==> config.mk <==
export PLATFORM = sky130hd
export DESIGN_NAME = rv_top
export DESIGN_NICKNAME = d
export VERILOG_FILES = /design/src/design/rv_pkg.sv /design/src/design/rv_top.sv /design/src/design/core_pipeline.sv /design/src/design/reg_file.sv /design/src/design/alu.sv /design/src/design/imm_gen.sv
export VERILOG_INCLUDE_DIRS = /design/src /design/src/design
export SDC_FILE = /design/constraint.sdc
export NUM_CORES = 2
export LEC_CHECK = 0
export ABC_CLOCK_PERIOD_IN_PS = 15540
export BUFFER_PORTS_ARGS = -buffer_cell sky130_fd_sc_hd__buf_2
export CAP_MARGIN = 10
export CORE_UTILIZATION = 45
export CTS_CLUSTER_DIAMETER = 150
export DETAILED_ROUTE_END_ITERATION = 8
export PLACE_DENSITY = 0.62
export SLEW_MARGIN = 20
export SYNTH_ARGS = -nofsm -noshare
export SYNTH_HDL_FRONTEND = slang
export SYNTH_SLANG_ARGS = --single-unit
==> constraint.sdc <==
create_clock -name clk -period 15.54 [get_ports clk]
set_clock_uncertainty 0.15 [all_clocks]
set_input_delay 1.554 -clock clk [delete_from_list [all_inputs] [get_ports clk]]
set_output_delay 1.554 -clock clk [all_outputs]
set_load 0.01 [all_outputs]
==> src/design/rv_settings.svh <==
`ifndef RV_SETTINGS_SVH
`define RV_SETTINGS_SVH

// datapath width
`define XLEN 32

`define REG_COUNT 32

// first fetch after reset
`define RESET_PC 32'h0000_0000

`define IMEM_AW 8

`endif
==> src/design/rv_pkg.sv <==
`include "rv_settings.svh"

package rv_pkg;

	typedef logic [`XLEN-1:0] word_t;
	typedef logic [$clog2(`REG_COUNT)-1:0] reg_addr_t;

	typedef enum logic [3:0] {
		ALU_ADD,
		ALU_SUB,
		ALU_SLL,
		ALU_SRL,
		ALU_SRA,
		ALU_SLT,
		ALU_SLTU,
		ALU_XOR,
		ALU_OR,
		ALU_AND,
		ALU_EQ,
		ALU_NE,
		ALU_GE,
		ALU_GEU
	} alu_op_e;

	// major opcodes handled by the core
	localparam logic [6:0] OPC_OP     = 7'b0110011;
	localparam logic [6:0] OPC_OP_IMM = 7'b0010011;
	localparam logic [6:0] OPC_LUI    = 7'b0110111;
	localparam logic [6:0] OPC_BRANCH = 7'b1100011;
	localparam logic [6:0] OPC_JAL    = 7'b1101111;

	typedef struct packed {
		logic  valid;
		word_t instr;
		word_t pc; // byte address
	} fetch_reg_t;

	typedef struct packed {
		logic      we;
		reg_addr_t rd;
		word_t     data;
	} wb_reg_t;

endpackage

==> src/design/rv_top.sv <==
`include "rv_settings.svh"

module rv_top
	import rv_pkg::*;
(
	input  logic                clk,
	input  logic                rstn,
	output logic [`IMEM_AW-1:0] imem_addr_o,
	input  word_t               imem_data_i,
	output logic                wb_valid_o,
	output reg_addr_t           wb_rd_o,
	output word_t               wb_data_o,
	input  reg_addr_t           dbg_addr_i,
	output word_t               dbg_data_o
);
	wb_reg_t wb;

	// retire strobe
	assign wb_valid_o = wb.we;
	assign wb_rd_o = wb.rd;
	assign wb_data_o = wb.data;

	core_pipeline u_core (
		.clk         (clk),
		.rstn        (rstn),
		.imem_addr_o (imem_addr_o),
		.imem_data_i (imem_data_i),
		.wb_o        (wb),
		.dbg_addr_i  (dbg_addr_i),
		.dbg_data_o  (dbg_data_o)
	);

endmodule

==> src/design/core_pipeline.sv <==
`include "rv_settings.svh"

module core_pipeline
	import rv_pkg::*;
(
	input  logic                clk,
	input  logic                rstn,
	output logic [`IMEM_AW-1:0] imem_addr_o,
	input  word_t               imem_data_i,
	output wb_reg_t             wb_o,
	input  reg_addr_t           dbg_addr_i,
	output word_t               dbg_data_o
);
	word_t      pc;
	fetch_reg_t fd_q;
	wb_reg_t    wb_q;
	wb_reg_t    wb_d;

	logic [6:0] opcode;
	logic [2:0] funct3;
	reg_addr_t  rs1;
	reg_addr_t  rs2;
	reg_addr_t  rd;
	word_t      imm;
	word_t      rs1_rf;
	word_t      rs2_rf;
	word_t      rs1_val;
	word_t      rs2_val;
	word_t      op_a;
	word_t      op_b;
	word_t      alu_res;
	word_t      target;
	alu_op_e    alu_op;
	logic       alt_op;
	logic       rd_we;
	logic       is_branch;
	logic       is_jal;
	logic       taken;

	// shared by R-type and I-type ALU ops
	function automatic alu_op_e arith_op(input logic [2:0] f3, input logic alt);
		alu_op_e op;
		case (f3)
			3'b000: op = alt ? ALU_SUB : ALU_ADD;
			3'b001: op = ALU_SLL;
			3'b010: op = ALU_SLT;
			3'b011: op = ALU_SLTU;
			3'b100: op = ALU_XOR;
			3'b101: op = alt ? ALU_SRA : ALU_SRL;
			3'b110: op = ALU_OR;
			3'b111: op = ALU_AND;
		endcase
		return op;
	endfunction

	function automatic word_t fwd(input reg_addr_t rs, input word_t rf_val, input wb_reg_t wb);
		if (wb.we && wb.rd != '0 && wb.rd == rs)
			return wb.data;
		return rf_val;
	endfunction

	assign imem_addr_o = pc[`IMEM_AW+1:2]; // word address
	assign wb_o = wb_q;

	assign opcode = fd_q.instr[6:0];
	assign rd = fd_q.instr[11:7];
	assign funct3 = fd_q.instr[14:12];
	assign rs1 = fd_q.instr[19:15];
	assign rs2 = fd_q.instr[24:20];
	// addi has no sub form, bit 30 belongs to its immediate
	assign alt_op = fd_q.instr[30] && (opcode == OPC_OP || funct3 == 3'b101);

	assign rs1_val = fwd(rs1, rs1_rf, wb_q);
	assign rs2_val = fwd(rs2, rs2_rf, wb_q);
	assign target = fd_q.pc + imm;

	always_comb
	begin
		alu_op = ALU_ADD;
		op_a = rs1_val;
		op_b = rs2_val;
		rd_we = 1'b0;
		is_branch = 1'b0;
		is_jal = 1'b0;
		case (opcode)
			OPC_OP:
			begin
				alu_op = arith_op(funct3, alt_op);
				rd_we = 1'b1;
			end
			OPC_OP_IMM:
			begin
				alu_op = arith_op(funct3, alt_op);
				op_b = imm;
				rd_we = 1'b1;
			end
			OPC_LUI:
			begin
				op_a = '0;
				op_b = imm;
				rd_we = 1'b1;
			end
			OPC_BRANCH:
			begin
				is_branch = 1'b1;
				case (funct3)
					3'b000: alu_op = ALU_EQ;
					3'b001: alu_op = ALU_NE;
					3'b100: alu_op = ALU_SLT;
					3'b101: alu_op = ALU_GE;
					3'b110: alu_op = ALU_SLTU;
					3'b111: alu_op = ALU_GEU;
					default: is_branch = 1'b0;
				endcase
			end
			OPC_JAL:
			begin
				is_jal = 1'b1;
				op_a = fd_q.pc; // link value pc+4
				op_b = word_t'(4);
				rd_we = 1'b1;
			end
			default: ;
		endcase
	end

	assign taken = fd_q.valid && ((is_branch && alu_res[0]) || is_jal);

	always_comb
	begin
		wb_d.we = fd_q.valid && rd_we && (rd != '0);
		wb_d.rd = rd;
		wb_d.data = alu_res;
	end

	always_ff @(posedge clk or negedge rstn)
	begin
		if (!rstn)
		begin
			pc <= `RESET_PC;
			fd_q <= '0;
			wb_q <= '0;
		end
		else
		begin
			pc <= taken ? target : pc + word_t'(4);
			fd_q.valid <= !taken; // squash the wrong-path slot
			fd_q.instr <= imem_data_i;
			fd_q.pc <= pc;
			wb_q <= wb_d;
		end
	end

	imm_gen u_imm_gen (
		.instr_i (fd_q.instr),
		.imm_o   (imm)
	);

	alu u_alu (
		.op_i     (alu_op),
		.a_i      (op_a),
		.b_i      (op_b),
		.result_o (alu_res)
	);

	reg_file u_reg_file (
		.clk        (clk),
		.rstn       (rstn),
		.rs1_i      (rs1),
		.rs2_i      (rs2),
		.rs1_data_o (rs1_rf),
		.rs2_data_o (rs2_rf),
		.wb_i       (wb_q),
		.dbg_addr_i (dbg_addr_i),
		.dbg_data_o (dbg_data_o)
	);

endmodule

==> src/design/reg_file.sv <==
`include "rv_settings.svh"

module reg_file
	import rv_pkg::*;
(
	input  logic      clk,
	input  logic      rstn,
	input  reg_addr_t rs1_i,
	input  reg_addr_t rs2_i,
	output word_t     rs1_data_o,
	output word_t     rs2_data_o,
	input  wb_reg_t   wb_i,
	input  reg_addr_t dbg_addr_i,
	output word_t     dbg_data_o
);
	word_t regs [1:`REG_COUNT-1];

	// x0 reads zero, same-cycle write is passed through
	function automatic word_t read_port(input reg_addr_t a, input wb_reg_t wb);
		if (a == '0)
			return '0;
		if (wb.we && wb.rd == a)
			return wb.data;
		return regs[a];
	endfunction

	always_ff @(posedge clk or negedge rstn)
	begin
		if (!rstn)
		begin
			for (int i = 1; i < `REG_COUNT; i++)
				regs[i] <= '0;
		end
		else if (wb_i.we && wb_i.rd != '0)
			regs[wb_i.rd] <= wb_i.data;
	end

	always_comb
	begin
		rs1_data_o = read_port(rs1_i, wb_i);
		rs2_data_o = read_port(rs2_i, wb_i);
		dbg_data_o = read_port(dbg_addr_i, wb_i);
	end

endmodule

==> src/design/alu.sv <==
`include "rv_settings.svh"

module alu
	import rv_pkg::*;
(
	input  alu_op_e op_i,
	input  word_t   a_i,
	input  word_t   b_i,
	output word_t   result_o
);
	localparam int SHW = $clog2(`XLEN);

	logic [SHW-1:0] shamt;

	assign shamt = b_i[SHW-1:0];

	always_comb
	begin
		result_o = '0;
		case (op_i)
			ALU_ADD: result_o = a_i + b_i;
			ALU_SUB: result_o = a_i - b_i;
			ALU_SLL: result_o = a_i << shamt;
			ALU_SRL: result_o = a_i >> shamt;
			ALU_SRA: result_o = word_t'($signed(a_i) >>> shamt);
			ALU_XOR: result_o = a_i ^ b_i;
			ALU_OR: result_o = a_i | b_i;
			ALU_AND: result_o = a_i & b_i;
			// compares land in bit 0
			ALU_SLT: result_o[0] = $signed(a_i) < $signed(b_i);
			ALU_SLTU: result_o[0] = a_i < b_i;
			ALU_EQ: result_o[0] = a_i == b_i;
			ALU_NE: result_o[0] = a_i != b_i;
			ALU_GE: result_o[0] = $signed(a_i) >= $signed(b_i);
			ALU_GEU: result_o[0] = a_i >= b_i;
			default: result_o = '0;
		endcase
	end

endmodule

==> src/design/imm_gen.sv <==
`include "rv_settings.svh"

module imm_gen
	import rv_pkg::*;
(
	input  word_t instr_i,
	output word_t imm_o
);
	logic [6:0] opcode;
	logic [2:0] funct3;

	assign opcode = instr_i[6:0];
	assign funct3 = instr_i[14:12];

	always_comb
	begin
		case (opcode)
			OPC_OP_IMM:
			begin
				if (funct3 == 3'b001 || funct3 == 3'b101)
					imm_o = {{(`XLEN-12){1'b0}}, 1'b0, instr_i[30], 5'b0, instr_i[24:20]}; // shamt
				else
					imm_o = {{(`XLEN-12){instr_i[31]}}, instr_i[31:20]};
			end
			OPC_LUI: imm_o = {instr_i[31:12], 12'b0};
			OPC_BRANCH: imm_o = {{(`XLEN-12){instr_i[31]}}, instr_i[7],
				instr_i[30:25], instr_i[11:8], 1'b0};
			OPC_JAL: imm_o = {{(`XLEN-20){instr_i[31]}}, instr_i[19:12],
				instr_i[20], instr_i[30:21], 1'b0};
			default: imm_o = '0;
		endcase
	end

endmodule

==> results <==
- The yosys synthesis warning count is 0.
- After synthesis the netlist holds a flip-flop and latch count of 1,127.
- The number of nets handed over by synthesis was about 6,800.
- In this run the deepest clock path goes through 3 buffers.
- The total of buffers placed on input and output ports is approximately 120.
- The internal cell power is roughly 5.4 mW.
- The utilization after layout is 0.496.
- The run finished, with violations left.
- Of the total power, the share spent switching nets is 0.316.
- The final reports fail on DRC.
- Summed over all nets, the half-perimeter wirelength after detailed placement is between 200 and 250 mm.
- The share of total power dissipated in combinational logic is 0.185.
- The data required time at the worst endpoint is approximately 16 ns.
- Hold is met by between 0.2 and 0.25 ns.
- The share of cells above drive strength 1 is 0.379.
- The number of clock buffers added by TritonCTS is 133.
- After detailed routing, the average wire length per cell comes to ~37 um.
- In this run the tightest slew margin relative to its limit is 0.103.
- The count of endpoints failing hold in the final timing report is 0.
- Among all flip-flop cells after synthesis, the most frequent one is sky130_fd_sc_hd__dfrtp_1.
- The number of core rows is roughly 150.
- The worst setup path is launched from a flop.
- The setup slack of the worst register-to-register path is 6.43 ns.
- At the pin with the least slew margin, the transition time is between 1 and 1.5 ns.
- The number of antenna violations at the first check in global routing is 21.
- The full die area is between 150,000 and 200,000 um^2.
- The final layout contains routed wiring with a total length of between 300 and 400 mm.
- The number of synthesized flops with an enable pin is 0.
- The sequential share of power is 0.400.
- The area of the core is ~170,000 um^2.
- In this run the worst setup path begins at u_core.fd_q[53].
- The least setup slack across all paths after layout is around 6.4 ns.
- After clock tree synthesis, the clock-pin slew on the worst setup and hold paths is 0.07 ns.
- The share of total power dissipated in the clock network is 0.414.
- The switching power summed over all nets is about 2.5 mW.
- The path type of the worst min-delay path is flop to flop.
- For this run, asynchronously set or reset flops after synthesis account for 1.00.
- The number of placed I/O pins is 117.
- The count of nets after finishing is 6,633.
- The maximum number of pins on one net before global-route repair is 133.
- The number of vias per cell after detailed routing is ~7.3.
- The initial utilization of the core area, before any placement, comes to 0.455.
- Clock tree synthesis selected as its root buffer the cell sky130_fd_sc_hd__clkbuf_16.
- The setup path with the least slack is of type flop to flop.
- The synthesized area is 79,300 um^2.
- At the end of routability-driven placement, the weighted congestion stood at between 1 and 1.5.
- Counting cells, the worst reg-to-reg path comes to 22.
- The leakage power summed over all cells is just under 40 nW.
- The count of H-tree levels built during CTS is 4.
- The number of instances in the synthesized netlist is approximately 6,700.
- TritonCTS built the clock tree.
- The worst reg2reg path startpoint is u_core.fd_q[53].
- The post-cts sizing count is 0.
- Clock latency on the worst-skew pair, taken at its later pin, is approximately 0.8 ns.
- The via count of the first global-routing pass was 62,000.
- The routed wire length on met3 is between 40 and 50 mm.
- For this run, the register share of the synthesized area comes to 0.356.
- Setup repair after global routing left no endpoint under its margin.
- The routed layout has approximately 65,000 vias.
- The arrival time at the worst endpoint is between 9 and 10 ns.
- Setup violations remaining at the end of the flow were counted as 0.
- The final number of max-transition violations is 0.
- Subtracting the final worst setup slack from the clock period gives slightly above 9 ns.
- The post-synthesis area per instance is 11.9 um^2.
- The number of maximum-capacitance constraint violations is 0.
- In this run the horizontal extent of the chip is around 420 um.
- For this block, wires on met1 add up to ~130 mm.
- The synthesized netlist contains 105 unique library cells.
- The count of nets left with antenna violations once routing finished came out at 0.
- For this run the aggregate overflow at the end of global routing stands at 0.
- For the final routed database, the setup TNS stands at 0 ns.
- The first routing iteration left 9,263 violations.
- The post-placement setup slack is around 6.6 ns.
- The die is approximately 420 um tall.
- The synthesis-to-finish area growth is 9.12%.
- The maximum frequency from static timing analysis is 0.110 GHz.
- Dividing the final minimum period by the clock period gives 0.586.
- The total met2 wirelength after detailed routing is approximately 140 mm.
- IR analysis of the VDD net gives a maximum drop of between 100 and 150 uV.
- Signal routing reaches up to met5.
- The overall global routing resource usage is 0.370.
- STA classifies the critical path endpoint as a flop.
- After detailed routing, the number of remaining DRC violations is 3.
- In this run the critical register-to-register path is captured at u_core.wb_o[31].
- The sink count of the clock tree is between 1,000 and 1,500.
- In this run the worst setup path terminates at u_core.wb_o[31].
- In this run the post-CTS setup repair buffer count came out at 0.
- The hold buffer count at CTS is 0.
- The number of detailed-route iterations in the first pass is 9.
- In this run the worst path has a maximum fanout of 89.
- The first global-routing pass estimated around 470 mm of wire.
- The power per cell area is a little over 90 nW/um^2.
Yosys cell counts (20+ instances only):
cell / n / area share
sky130_fd_sc_hd__nand2b_1: 34 / 0.0027
sky130_fd_sc_hd__a22o_1: 46 / 0.0051
sky130_fd_sc_hd__a22oi_1: 45 / 0.0043
sky130_fd_sc_hd__nand2_1: 333 / 0.016
sky130_fd_sc_hd__nor2_1: 377 / 0.018
sky130_fd_sc_hd__mux2_2: 1151 / 0.16
sky130_fd_sc_hd__o211ai_1: 41 / 0.0039
sky130_fd_sc_hd__or3_1: 20 / 0.0016
sky130_fd_sc_hd__xor2_1: 34 / 0.0038
sky130_fd_sc_hd__buf_1: 135 / 0.0064
sky130_fd_sc_hd__buf_6: 21 / 0.0030
sky130_fd_sc_hd__xnor2_1: 51 / 0.0056
sky130_fd_sc_hd__buf_4: 21 / 0.0020
sky130_fd_sc_hd__o21bai_1: 20 / 0.0019
sky130_fd_sc_hd__a211oi_1: 80 / 0.0076
sky130_fd_sc_hd__mux2i_1: 337 / 0.043
sky130_fd_sc_hd__a221o_1: 30 / 0.0038
sky130_fd_sc_hd__buf_2: 82 / 0.0052
sky130_fd_sc_hd__o21ai_0: 235 / 0.015
sky130_fd_sc_hd__a31oi_1: 20 / 0.0016
sky130_fd_sc_hd__a221oi_1: 49 / 0.0054
sky130_fd_sc_hd__o22ai_1: 61 / 0.0048
sky130_fd_sc_hd__inv_1: 107 / 0.0051
sky130_fd_sc_hd__o221ai_1: 40 / 0.0044
sky130_fd_sc_hd__and3_1: 27 / 0.0021
sky130_fd_sc_hd__nor2b_1: 58 / 0.0046
sky130_fd_sc_hd__dfrtp_1: 1127 / 0.36
sky130_fd_sc_hd__a21o_1: 45 / 0.0043
sky130_fd_sc_hd__nand3_1: 73 / 0.0046
sky130_fd_sc_hd__clkbuf_1: 399 / 0.019
sky130_fd_sc_hd__a21oi_1: 309 / 0.019
sky130_fd_sc_hd__mux4_2: 677 / 0.19
sky130_fd_sc_hd__nor4_1: 31 / 0.0024
sky130_fd_sc_hd__ha_1: 131 / 0.021
sky130_fd_sc_hd__and2_1: 23 / 0.0018
sky130_fd_sc_hd__nor3_1: 58 / 0.0037
power by group through the flow:
stage | clock, mW | combinational (mW) | sequential, mW
CTS | 3.29 | 1.41 | 3.14
detailed placement | 0 | 1.41 | 3.19
floorplan | 0 | 0.854 | 3.16
global route | 3.40 | 1.51 | 3.16
finish | 3.26 | 1.46 | 3.15
global placement | 0 | 1.40 | 3.19
layout make-up:
class                      instances  area, um^2
fill                           15300       87900
multi-input combinational       4758       48100
sequential                      1127       28200
clock buffer                     189        3830
tap                             2325        2910
timing repair buffer             325        2340
clock inverter                    51         611
inverter                         115         432
antenna                           17        42.5
metrics by stage:
step           cell area (um^2)  cells  power (mW)
6_report                  86500   8907        7.86
5_1_grt                   86500   8893        8.06
4_1_cts                   86400   8888        7.84
3_5_place_dp              82000   8648        4.60
3_3_place_gp              82000   8647        4.59
2_1_floorplan             79300   6663        4.01
worst max-delay path, cell delays in order (launching register included):
cell,delay [ns]
sky130_fd_sc_hd__dfrtp_4,0.86
sky130_fd_sc_hd__buf_12,0.51
sky130_fd_sc_hd__buf_4,0.76
sky130_fd_sc_hd__or2_2,0.24
sky130_fd_sc_hd__buf_4,0.49
sky130_fd_sc_hd__o22ai_1,0.18
sky130_fd_sc_hd__or4b_2,0.66
sky130_fd_sc_hd__o311ai_1,0.20
sky130_fd_sc_hd__o21ai_4,0.37
sky130_fd_sc_hd__buf_4,0.42
sky130_fd_sc_hd__ha_1,0.43
sky130_fd_sc_hd__a21o_1,0.17
sky130_fd_sc_hd__a21oi_1,0.22
sky130_fd_sc_hd__nor2_1,0.09
sky130_fd_sc_hd__o31a_1,0.28
sky130_fd_sc_hd__o41a_1,0.51
sky130_fd_sc_hd__a31oi_1,0.36
sky130_fd_sc_hd__o21ai_0,0.24
sky130_fd_sc_hd__a31oi_1,0.37
sky130_fd_sc_hd__o21ai_0,0.23
sky130_fd_sc_hd__o311ai_0,0.50
sky130_fd_sc_hd__mux2i_1,0.14
sky130_fd_sc_hd__a211o_1,0.31
cell families (layout without fill, tap and decap cells):
family	after synthesis	count (layout)	share of synthesized area
other	0	17	0
AND/OR/NAND/NOR	1125	1125	0.0659
AO/OA/AOI/OAI	1248	1248	0.107
XOR/XNOR	85	85	0.00939
flip-flops	1127	1127	0.356
adder cells (fa/ha/maj)	134	134	0.0214
multiplexers	2166	2166	0.398
buffers and inverters	778	680	0.0419
layout by cell type, fill, tap and decap left out, types with 32 or more instances in the layout:
master,netlist,final
sky130_fd_sc_hd__a21oi_1,309,308
sky130_fd_sc_hd__o221ai_1,40,40
sky130_fd_sc_hd__buf_4,21,198
sky130_fd_sc_hd__a22o_1,46,46
sky130_fd_sc_hd__mux2i_1,337,337
sky130_fd_sc_hd__clkbuf_16,0,137
sky130_fd_sc_hd__o211ai_1,41,41
sky130_fd_sc_hd__mux2_2,1151,1151
sky130_fd_sc_hd__nor2b_1,58,55
sky130_fd_sc_hd__nand2b_1,34,32
sky130_fd_sc_hd__nand2_1,333,322
sky130_fd_sc_hd__ha_1,131,131
sky130_fd_sc_hd__o21ai_0,235,234
sky130_fd_sc_hd__a221oi_1,49,49
sky130_fd_sc_hd__a22oi_1,45,45
sky130_fd_sc_hd__o22ai_1,61,61
sky130_fd_sc_hd__xnor2_1,51,51
sky130_fd_sc_hd__a21o_1,45,45
sky130_fd_sc_hd__xor2_1,34,34
sky130_fd_sc_hd__nand3_1,73,69
sky130_fd_sc_hd__mux4_2,677,677
sky130_fd_sc_hd__nor3_1,58,57
sky130_fd_sc_hd__dfrtp_1,1127,1117
sky130_fd_sc_hd__inv_1,107,105
sky130_fd_sc_hd__nor2_1,377,357
sky130_fd_sc_hd__buf_2,82,110
sky130_fd_sc_hd__a211oi_1,80,80
flip-flops by register name, indices dropped and copies added, names as in the netlist:
name                    cells
u_core.pc                  32
u_core.fd_q                65
u_core.u_reg_file.regs    992
u_core.wb_o                38
metal layers:
layer  vias to the layer above  GRT usage
met5                         -          0
met4                         8      0.215
met3                      1081      0.114
met2                      4653      0.529
met1                     33700      0.494
li1                      25300          -
how the worst min path moves through the flow:
| stage | start | end | cells past startpoint |
|---|---|---|---|
| 2_1_floorplan | u_core.pc[28] | u_core.fd_q[28] | 0 |
| 3_3_place_gp | u_core.pc[28] | u_core.fd_q[28] | 0 |
| 3_5_place_dp | u_core.pc[28] | u_core.fd_q[28] | 0 |
| 4_1_cts | u_core.pc[28] | u_core.fd_q[28] | 0 |
| 5_1_grt | u_core.pc[28] | u_core.fd_q[28] | 0 |
| 6_report | u_core.pc[28] | u_core.fd_q[28] | 0 |
No activity file was read; power rests on OpenSTA's default activity.
